$ cat src/rtl/exec_pkg.sv
`default_nettype none

package exec_pkg;

    localparam int xlen     = 32;
    localparam int md_steps = 32;  // one bit per iteration

    typedef enum logic [5:0] {
        SPE   = 6'h00,
        ADDI  = 6'h08,
        ADDIU = 6'h09,
        SLTI  = 6'h0A,
        SLTIU = 6'h0B,
        ANDI  = 6'h0C,
        ORI   = 6'h0D,
        XORI  = 6'h0E,
        LUI   = 6'h0F,
        LW    = 6'h23,
        SW    = 6'h2B
    } icode_e;

    typedef enum logic [5:0] {
        SLL   = 6'h00,
        SRL   = 6'h02,
        SRA   = 6'h03,
        SLLV  = 6'h04,
        SRLV  = 6'h06,
        SRAV  = 6'h07,
        MFHI  = 6'h10,
        MFLO  = 6'h12,
        MULT  = 6'h18,
        MULTU = 6'h19,
        DIV   = 6'h1A,
        DIVU  = 6'h1B,
        ADD   = 6'h20,
        ADDU  = 6'h21,
        SUB   = 6'h22,
        SUBU  = 6'h23,
        AND_  = 6'h24,
        OR_   = 6'h25,
        XOR_  = 6'h26,
        NOR_  = 6'h27,
        SLT   = 6'h2A,
        SLTU  = 6'h2B
    } acode_e;

    // bit 5 flags a pending exception
    typedef logic [5:0] exc_code_t;

    localparam exc_code_t exc_ov   = 6'h2C;
    localparam exc_code_t exc_none = 6'h00;

endpackage

`default_nettype wire

$ cat src/rtl/muldiv_if.sv
`timescale 1ns/1ns
`default_nettype none

interface muldiv_if import exec_pkg::*; ();

    logic            start;
    logic            is_div;
    logic            is_signed;
    logic            step;
    logic            last;
    logic            done;
    logic [xlen-1:0] op_a;
    logic [xlen-1:0] op_b;

    modport ctrl (output start, output step, output done, input last);

    modport counter (input start, input step, output last);

    modport data (
        input start, input step, input done,
        input is_div, input is_signed, input op_a, input op_b
    );

endinterface

`default_nettype wire

$ cat src/rtl/exec_stage_reg.sv
`timescale 1ns/1ns
`default_nettype none

module exec_stage_reg import exec_pkg::*; (
    input  logic            clk,
    input  logic            resetn,
    input  logic            stall,
    input  logic            bubble_in,
    input  logic [xlen-1:0] pc_in,
    input  logic [xlen-1:0] val1_in,
    input  logic [xlen-1:0] val2_in,
    input  icode_e          icode_in,
    input  acode_e          acode_in,
    input  logic [4:0]      dst_in,
    input  exc_code_t       exc_in,
    output logic [xlen-1:0] pc,
    output logic [xlen-1:0] val1,
    output logic [xlen-1:0] val2,
    output icode_e          icode,
    output acode_e          acode,
    output logic [4:0]      dst,
    output exc_code_t       exc_reg
);

    always_ff @(posedge clk) begin
        if (!resetn) begin
            pc      <= '0;
            val1    <= '0;
            val2    <= '0;
            icode   <= SPE;
            acode   <= SLL;
            dst     <= '0;
            exc_reg <= exc_none;
        end else if (!stall) begin
            pc <= pc_in;  // pc survives bubble and squash
            if (bubble_in) begin
                val1    <= '0;
                val2    <= '0;
                icode   <= SPE;  // SPE/SLL with zero operands gives zero
                acode   <= SLL;
                dst     <= '0;
                exc_reg <= exc_none;
            end else if (exc_in[5]) begin
                // squash the instruction, carry the code
                val1    <= '0;
                val2    <= '0;
                icode   <= SPE;
                acode   <= SLL;
                dst     <= '0;
                exc_reg <= exc_in;
            end else begin
                val1    <= val1_in;
                val2    <= val2_in;
                icode   <= icode_in;
                acode   <= acode_in;
                dst     <= dst_in;
                exc_reg <= exc_in;
            end
        end
    end

endmodule

`default_nettype wire

$ cat src/rtl/exec_alu.sv
`timescale 1ns/1ns
`default_nettype none

module exec_alu import exec_pkg::*; (
    input  logic [xlen-1:0] val1,
    input  logic [xlen-1:0] val2,
    input  icode_e          icode,
    input  acode_e          acode,
    input  exc_code_t       exc_reg,
    input  logic [xlen-1:0] hi_cur,
    input  logic [xlen-1:0] lo_cur,
    output logic [xlen-1:0] result,
    output exc_code_t       exc_code,
    output logic            md_req,
    output logic            is_div,
    output logic            is_signed
);

    logic [xlen:0]   sum_w;  // sign-extended, top two bits differ on overflow
    logic [xlen:0]   diff_w;
    logic [4:0]      shamt;
    logic            lt_s;
    logic            lt_u;
    logic            overflow;
    logic            spe;

    assign sum_w  = {val1[xlen-1], val1} + {val2[xlen-1], val2};
    assign diff_w = {val1[xlen-1], val1} - {val2[xlen-1], val2};
    assign shamt  = val1[4:0];
    assign lt_s   = $signed(val1) < $signed(val2);
    assign lt_u   = val1 < val2;
    assign spe    = (icode == SPE);

    always_comb begin
        unique case (icode)
            ADDI, ADDIU, LW, SW: result = sum_w[xlen-1:0];
            ANDI:  result = val1 & val2;
            ORI:   result = val1 | val2;
            XORI:  result = val1 ^ val2;
            SLTI:  result = {{(xlen-1){1'b0}}, lt_s};
            SLTIU: result = {{(xlen-1){1'b0}}, lt_u};
            LUI:   result = val2;  // immediate already shifted by decode
            SPE: begin
                unique case (acode)
                    ADD, ADDU: result = sum_w[xlen-1:0];
                    SUB, SUBU: result = diff_w[xlen-1:0];
                    AND_:      result = val1 & val2;
                    OR_:       result = val1 | val2;
                    XOR_:      result = val1 ^ val2;
                    NOR_:      result = ~(val1 | val2);
                    SLT:       result = {{(xlen-1){1'b0}}, lt_s};
                    SLTU:      result = {{(xlen-1){1'b0}}, lt_u};
                    SLL, SLLV: result = val2 << shamt;
                    SRL, SRLV: result = val2 >> shamt;
                    SRA, SRAV: result = $signed(val2) >>> shamt;
                    MFHI:      result = hi_cur;
                    MFLO:      result = lo_cur;
                    default:   result = '0;  // mult/div land in HI/LO
                endcase
            end
            default: result = '0;
        endcase
    end

    always_comb begin
        overflow = 1'b0;
        if (icode == ADDI || (spe && acode == ADD))
            overflow = sum_w[xlen] ^ sum_w[xlen-1];
        else if (spe && acode == SUB)
            overflow = diff_w[xlen] ^ diff_w[xlen-1];
    end

    // earlier exception wins
    assign exc_code = exc_reg[5] ? exc_reg : (overflow ? exc_ov : exc_none);

    assign md_req    = spe && (acode == MULT || acode == MULTU ||
                               acode == DIV  || acode == DIVU);
    assign is_div    = acode == DIV || acode == DIVU;
    assign is_signed = acode == MULT || acode == DIV;

endmodule

`default_nettype wire

$ cat src/rtl/muldiv_ctrl.sv
`timescale 1ns/1ns
`default_nettype none

module muldiv_ctrl import exec_pkg::*; (
    input  logic clk,
    input  logic resetn,
    input  logic md_req,
    muldiv_if.ctrl md,
    output logic stall_req,
    output logic hilo_we
);

    typedef enum logic [1:0] {
        st_idle,
        st_run,
        st_finish
    } state_t;

    state_t state;
    logic   served;  // finished op still sits in the register

    always_ff @(posedge clk) begin
        if (!resetn) begin
            state  <= st_idle;
            served <= 1'b0;
        end else begin
            served <= (state == st_finish);
            unique case (state)
                st_idle:   if (md.start) state <= st_run;
                st_run:    if (md.last) state <= st_finish;
                st_finish: state <= st_idle;
                default:   state <= st_idle;
            endcase
        end
    end

    assign md.start = (state == st_idle) && md_req && !served;
    assign md.step  = (state == st_run);
    assign md.done  = (state == st_finish);
    assign hilo_we  = md.done;

    // held from the op's first cycle in the register through done
    assign stall_req = (state != st_idle) || (md_req && !served);

endmodule

`default_nettype wire

$ cat src/rtl/muldiv_counter.sv
`timescale 1ns/1ns
`default_nettype none

module muldiv_counter import exec_pkg::*; (
    input logic clk,
    input logic resetn,
    muldiv_if.counter md
);

    logic [$clog2(md_steps):0] cnt;  // steps already taken

    always_ff @(posedge clk) begin
        if (!resetn)
            cnt <= '0;
        else if (md.start)
            cnt <= '0;
        else if (md.step)
            cnt <= cnt + 1'b1;
    end

    assign md.last = md.step && (cnt == ($clog2(md_steps)+1)'(md_steps - 1));

endmodule

`default_nettype wire

$ cat src/rtl/muldiv_unit.sv
`timescale 1ns/1ns
`default_nettype none

module muldiv_unit import exec_pkg::*; (
    input  logic            clk,
    input  logic            resetn,
    muldiv_if.data          md,
    output logic [xlen-1:0] hi_data,
    output logic [xlen-1:0] lo_data
);

    logic [2*xlen-1:0] acc;      // mult {upper, lower}, div {rem, quot}
    logic [2*xlen-1:0] acc_fix;
    logic [xlen-1:0]   mcand;    // multiplicand or divisor magnitude
    logic [xlen:0]     add_w;
    logic [xlen:0]     sub_w;
    logic              div_q;
    logic              neg_a;
    logic              neg_b;

    // one shift-add step
    assign add_w = {1'b0, acc[2*xlen-1:xlen]} + (acc[0] ? {1'b0, mcand} : '0);
    // trial subtract of the shifted remainder
    assign sub_w = {acc[2*xlen-1:xlen], acc[xlen-1]} - {1'b0, mcand};

    always_comb begin
        if (div_q) begin
            acc_fix[2*xlen-1:xlen] = neg_a ? -acc[2*xlen-1:xlen] : acc[2*xlen-1:xlen];
            acc_fix[xlen-1:0]      = (neg_a ^ neg_b) ? -acc[xlen-1:0] : acc[xlen-1:0];
        end else begin
            acc_fix = (neg_a ^ neg_b) ? -acc : acc;
        end
    end

    always_ff @(posedge clk) begin
        if (!resetn) begin
            div_q <= 1'b0;
            neg_a <= 1'b0;
            neg_b <= 1'b0;
        end else if (md.start) begin
            div_q <= md.is_div;
            neg_a <= md.is_signed && md.op_a[xlen-1];
            neg_b <= md.is_signed && md.op_b[xlen-1];
        end
    end

    always_ff @(posedge clk) begin
        if (md.start) begin
            acc   <= {{xlen{1'b0}},
                      (md.is_signed && md.op_a[xlen-1]) ? -md.op_a : md.op_a};
            mcand <= (md.is_signed && md.op_b[xlen-1]) ? -md.op_b : md.op_b;
        end else if (md.step) begin
            if (!div_q)
                acc <= {add_w, acc[xlen-1:1]};
            else if (sub_w[xlen])
                acc <= {acc[2*xlen-2:0], 1'b0};  // restore
            else
                acc <= {sub_w[xlen-1:0], acc[xlen-2:0], 1'b1};
        end else if (md.done) begin
            acc <= acc_fix;  // signed result kept until next start
        end
    end

    assign {hi_data, lo_data} = md.done ? acc_fix : acc;

endmodule

`default_nettype wire

$ cat src/rtl/exec_top.sv
`timescale 1ns/1ns
`default_nettype none

module exec_top import exec_pkg::*; (
    input  logic            clk,
    input  logic            resetn,
    input  logic [xlen-1:0] pc_in,
    input  logic [xlen-1:0] val1_in,
    input  logic [xlen-1:0] val2_in,
    input  icode_e          icode_in,
    input  acode_e          acode_in,
    input  logic [4:0]      dst_in,
    input  exc_code_t       exc_in,
    input  logic            stall_in,
    input  logic            bubble_in,
    input  logic [xlen-1:0] hi_cur,
    input  logic [xlen-1:0] lo_cur,
    output logic [xlen-1:0] pc,
    output icode_e          icode,
    output acode_e          acode,
    output logic [4:0]      dst,
    output logic [xlen-1:0] result,
    output exc_code_t       exc_code,
    output logic            hilo_we,
    output logic [xlen-1:0] hi_data,
    output logic [xlen-1:0] lo_data,
    output logic            stall_req
);

    logic [xlen-1:0] val1;
    logic [xlen-1:0] val2;
    exc_code_t       exc_reg;
    logic            md_req;

    muldiv_if md ();

    assign md.op_a = val1;
    assign md.op_b = val2;

    exec_stage_reg u_reg (
        .clk       (clk),
        .resetn    (resetn),
        .stall     (stall_in | stall_req),
        .bubble_in (bubble_in),
        .pc_in     (pc_in),
        .val1_in   (val1_in),
        .val2_in   (val2_in),
        .icode_in  (icode_in),
        .acode_in  (acode_in),
        .dst_in    (dst_in),
        .exc_in    (exc_in),
        .pc        (pc),
        .val1      (val1),
        .val2      (val2),
        .icode     (icode),
        .acode     (acode),
        .dst       (dst),
        .exc_reg   (exc_reg)
    );

    exec_alu u_alu (
        .val1      (val1),
        .val2      (val2),
        .icode     (icode),
        .acode     (acode),
        .exc_reg   (exc_reg),
        .hi_cur    (hi_cur),
        .lo_cur    (lo_cur),
        .result    (result),
        .exc_code  (exc_code),
        .md_req    (md_req),
        .is_div    (md.is_div),
        .is_signed (md.is_signed)
    );

    muldiv_ctrl u_ctrl (
        .clk       (clk),
        .resetn    (resetn),
        .md_req    (md_req),
        .md        (md.ctrl),
        .stall_req (stall_req),
        .hilo_we   (hilo_we)
    );

    muldiv_counter u_cnt (
        .clk    (clk),
        .resetn (resetn),
        .md     (md.counter)
    );

    muldiv_unit u_md (
        .clk     (clk),
        .resetn  (resetn),
        .md      (md.data),
        .hi_data (hi_data),
        .lo_data (lo_data)
    );

endmodule

`default_nettype wire

$ cat config.mk
export PLATFORM = sky130hd
export DESIGN_NAME = exec_top
export DESIGN_NICKNAME = d
export VERILOG_FILES = /design/src/rtl/exec_pkg.sv /design/src/rtl/muldiv_if.sv /design/src/rtl/exec_stage_reg.sv /design/src/rtl/exec_alu.sv /design/src/rtl/muldiv_ctrl.sv /design/src/rtl/muldiv_counter.sv /design/src/rtl/muldiv_unit.sv /design/src/rtl/exec_top.sv
export SDC_FILE = /design/constraint.sdc
export NUM_CORES = 2
export LEC_CHECK = 0
export BUFFER_PORTS_ARGS = -buffer_cell sky130_fd_sc_hd__buf_2
export CAP_MARGIN = 30
export CORE_MARGIN = 2
export CORE_UTILIZATION = 55
export CTS_CLUSTER_SIZE = 16
export DETAILED_ROUTE_END_ITERATION = 8
export HOLD_SLACK_MARGIN = 0.15
export PLACE_DENSITY = 0.82
export SLEW_MARGIN = 10
export SYNTH_ARGS = -nofsm -noshare
export SYNTH_HDL_FRONTEND = slang
export SYNTH_SLANG_ARGS = --single-unit
$ cat constraint.sdc
create_clock -name clk -period 4.16 [get_ports clk]
set_input_delay 0.416 -clock clk [delete_from_list [all_inputs] [get_ports clk]]
set_output_delay 0.416 -clock clk [all_outputs]
set_load 0.05 [all_outputs]
==> results.py <==
metrics = {
    "status": {
        "outcome": "finished, violations left",
        "violated_checks": "setup timing",
    },
    "critical_path": {
        "worst_setup_path_start_kind": "flip-flop",
        "setup.worst_path.class": "reg -> out",
        "worst-r2r-setup-slack_ns": 0.21,
        "element_type_at_the_critical_path_end": "primary output",
        "crit_fanout": 10,
        "cp.required_ns": 3.74,
        "critPathArrivalTime_ns": 4.06,
    },
    "floorplanning": {
        "die_h_um": 224,
        "row_count": 80,
        "dieWidth_um": 224,
        "io_pins": 340,
        "design.die.area_um2": 50100,
        "initial_core_util": 0.557,
        "core_um2": 47700,
    },
    "layout": {
        "mostFrequentLayoutCell": "sky130_fd_sc_hd__nand2_1",
        "layout_common_cells": "sky130_fd_sc_hd__nand2_1, sky130_fd_sc_hd__nor2_1, sky130_fd_sc_hd__buf_2, sky130_fd_sc_hd__buf_4, sky130_fd_sc_hd__o21ai_0",
        "area_growth_pct": 26.7,
        "largest_register_ff_count": 64,
        "registers.top_by_ff_count": "u_md.acc",
        "drive_above_1_share": 0.238,
        "fin_nets": 4452,
    },
    "grt": {
        "grt_pass1_wl_mm": 197,
        "gr-usage-all-layers": 0.520,
        "number_of_antenna_violations_at_the_first_check_in_global_routing": 11,
        "number_of_global_route_vias_before_repair": 31400,
        "grt_max_degree": 103,
        "grt_remaining_overflow": 0,
    },
    "detailed_routing": {
        "initialDrtViolationCount": 5187,
        "num_vias": 33400,
        "detailedRoute.firstPassIterationCount": 9,
        "final_antenna_net_count": 0,
        "route.detailed.drc": 0,
        "detail_route.wl_per_cell_um": 28.9,
        "detail_route.vias_per_cell": 7.04,
        "wirelength_mm": 137,
    },
    "pwr": {
        "power.static_leakage_uw": 0.0139,
        "finalPower_uw": 8040,
        "ir_worst_vdd_v": 0.000338,
        "power.density_cell_area_nw_per_um2": 239,
    },
    "yosys": {
        "post_synth_xor_area_fraction": 0.0777,
        "synthMuxAreaShare": 0.0949,
        "netlist_instances": 3605,
        "synth-edff-count": 33,
        "synthSimpleGateAreaFrac": 0.207,
        "yosysSeqAreaShare": 0.183,
        "synthDominantAreaCellType": "sky130_fd_sc_hd__dfxtp_1",
        "synth-seq-cells": 227,
        "synthesis.yosys.warnings": 0,
        "synthFlopType": "sky130_fd_sc_hd__dfxtp_1",
        "post_synth_fa_ha_maj_area_fraction": 0.0806,
        "total_nets_after_synthesis": 3961,
        "synth_compound_gate_area_share": 0.288,
        "synth_top_family_by_area": "compound AO/OA/AOI/OAI gates",
        "mappedNetlistArea_um2": 26600,
        "ys_top_cells_by_area": "sky130_fd_sc_hd__dfxtp_1, sky130_fd_sc_hd__ha_1, sky130_fd_sc_hd__nand2_1, sky130_fd_sc_hd__xnor2_1, sky130_fd_sc_hd__o21ai_0",
        "synth.avg_cell_area_um2": 7.38,
        "synth.distinct_cells": 103,
        "synth-async-reset-ratio": 0,
        "synth_largest_type_area_fraction": 0.146,
    },
    "cts": {
        "cts_tree": "yes",
        "clock_tree.htree_level_count": 1,
        "worst_skew_pair.late_latency_ns": 0.62,
        "cts.root.buffer_cell": "sky130_fd_sc_hd__clkbuf_16",
        "tritoncts.num_buffers": 29,
        "clk_transition_reported_paths_ns": 0.07,
        "clock_sinks": 227,
        "clockBufferDepth": 3,
    },
    "sta": {
        "rsz_0062_raised_after_global_routing": "true",
        "finalWorstPathRequiredPeriod_ns": 4.48,
        "final.setup_skew_ns": 0.0166,
        "final-setup-viol-count": 18,
        "max_freq_mhz": 223,
        "finalWorstSetupSlack_ns": -0.316,
        "timing.max_slew.rel_slack": 0.287,
        "setup_tns_ns": -3.14,
        "worst_pin_slew_ns": 1.06,
        "drv_slew": 0,
        "finalHoldViolations": 0,
        "final_min_period_over_clock_period": 1.08,
    },
    "hold_path": {
        "timing.hold.worst.class": "in -> reg",
    },
    "placed_design": {
        "total_of_buffers_placed_on_input_and_output_ports": 339,
        "gpl.final_weighted_congestion": 1.13,
        "post-dp-hpwl_mm": 98.0,
    },
    "flow_run": {
        "max_cap_viol_count": 0,
    },
}
## critical path, cell delays in order (launching register included)
cell and delay [ns]:
sky130_fd_sc_hd__dfxtp_1 0.31, sky130_fd_sc_hd__inv_1 0.38, sky130_fd_sc_hd__ha_2 0.47, sky130_fd_sc_hd__nor4_1 0.50, sky130_fd_sc_hd__nand2_1 0.28, sky130_fd_sc_hd__o21bai_1 0.25, sky130_fd_sc_hd__nand3_1 0.11, sky130_fd_sc_hd__a21oi_1 0.13
sky130_fd_sc_hd__o41ai_4 0.08, sky130_fd_sc_hd__xnor2_1 0.09, sky130_fd_sc_hd__or4_4 0.49, sky130_fd_sc_hd__a21oi_4 0.19, sky130_fd_sc_hd__buf_8 0.16
## where the power goes
part           internal, uW  leakage [uW]  switching, uW  total (uW)
combinational          1050        0.0115           1740        2800
clock                  1660      0.000503           1160        2820
sequential             2300       0.00196            121        2420
total                  5010        0.0139           3030        8040
## layout make-up
type	count	area [um^2]
antenna	6	15.0
clock buffer	42	878
clock inverter	12	165
fill	3787	14000
inverter	169	646
multi-input combinational	2927	20900
sequential	227	4930
tap	615	769
timing repair buffer	742	5440
## final timing paths
path / start / endpoint / depth (start not counted)
worst min register to register: u_reg.pc[22]$_SDFFE_PN0N_ / u_reg.pc[22]$_SDFFE_PN0N_ / 2
worst max-delay path: u_reg.val2[25]$_SDFFE_PN0N_ / exc_code[2] / 12
worst max register to register: u_reg.acode[5]$_SDFFE_PN0N_ / u_reg.val2[13]$_SDFFE_PN0N_ / 8
worst min-delay path: val2_in[8] / u_reg.val2[8]$_SDFFE_PN0N_ / 3
## cell usage after synthesis, types with 12 or more instances
master	n
sky130_fd_sc_hd__a221o_1	14
sky130_fd_sc_hd__xnor2_1	161
sky130_fd_sc_hd__o21bai_1	13
sky130_fd_sc_hd__nor3_1	77
sky130_fd_sc_hd__mux4_2	53
sky130_fd_sc_hd__inv_1	166
sky130_fd_sc_hd__o31ai_1	16
sky130_fd_sc_hd__clkbuf_1	213
sky130_fd_sc_hd__nand3_1	128
sky130_fd_sc_hd__o21ai_0	267
sky130_fd_sc_hd__a21o_1	49
sky130_fd_sc_hd__mux2i_1	125
sky130_fd_sc_hd__edfxtp_1	33
sky130_fd_sc_hd__nor2b_1	18
sky130_fd_sc_hd__and3_1	17
sky130_fd_sc_hd__ha_1	165
sky130_fd_sc_hd__o211ai_1	59
sky130_fd_sc_hd__dfxtp_1	194
sky130_fd_sc_hd__nor4_1	26
sky130_fd_sc_hd__o22ai_1	38
sky130_fd_sc_hd__a22oi_1	31
sky130_fd_sc_hd__buf_2	42
sky130_fd_sc_hd__nand2_1	392
sky130_fd_sc_hd__xor2_1	75
sky130_fd_sc_hd__a221oi_1	32
sky130_fd_sc_hd__a211oi_1	39
sky130_fd_sc_hd__a31oi_1	48
sky130_fd_sc_hd__o221ai_1	16
sky130_fd_sc_hd__o21a_1	18
sky130_fd_sc_hd__a41oi_1	12
sky130_fd_sc_hd__nor2_1	347
sky130_fd_sc_hd__a222oi_1	13
sky130_fd_sc_hd__a211o_1	12
sky130_fd_sc_hd__and2_1	22
sky130_fd_sc_hd__nand3b_1	16
sky130_fd_sc_hd__a21oi_1	240
sky130_fd_sc_hd__nand2b_1	24
sky130_fd_sc_hd__nand4_1	21
sky130_fd_sc_hd__a21boi_0	131
sky130_fd_sc_hd__buf_1	18
sky130_fd_sc_hd__or3_1	30
## routing by layer
layer | routed length, um | GRT usage | up-vias
met5 | 35 | 0 | -
met4 | 15900 | 0.479 | 6
met3 | 17800 | 0.152 | 890
li1 | - | - | 14100
met1 | 46000 | 0.586 | 15500
met2 | 57300 | 0.792 | 2823
## kinds of logic after synthesis
kind of cell / after synthesis
compound gates: 1151
xor+xnor: 236
fa+ha+maj: 169
buf+inv: 451
flops: 227
mux: 185
simple gates: 1186
## repair_timing
action | in CTS | in global routing
gates cloned | 3 | 1
pin swaps | 33 | 40
hold buffers | 94 | 0
setup buffers | 16 | 18
hold endpoints to repair | 94 | 0
endpoints found under the setup margin | 33 | 46
gates resized for setup | 149 | 126
## through the flow
step	area, um^2	hold WS (ns)	setup slack, ns	util	instances
floorplan	26700	0.436	0.00772	-	3605
global placement	30200	0.446	0.0196	0.633	4544
detailed placement	30300	0.451	-0.0449	0.634	4547
CTS	33100	0.163	-0.267	0.693	4714
global route	33700	0.191	-0.355	0.705	4735
finish	33700	0.182	-0.316	0.706	4740
Note: power is estimated with default switching activity, not from simulation.
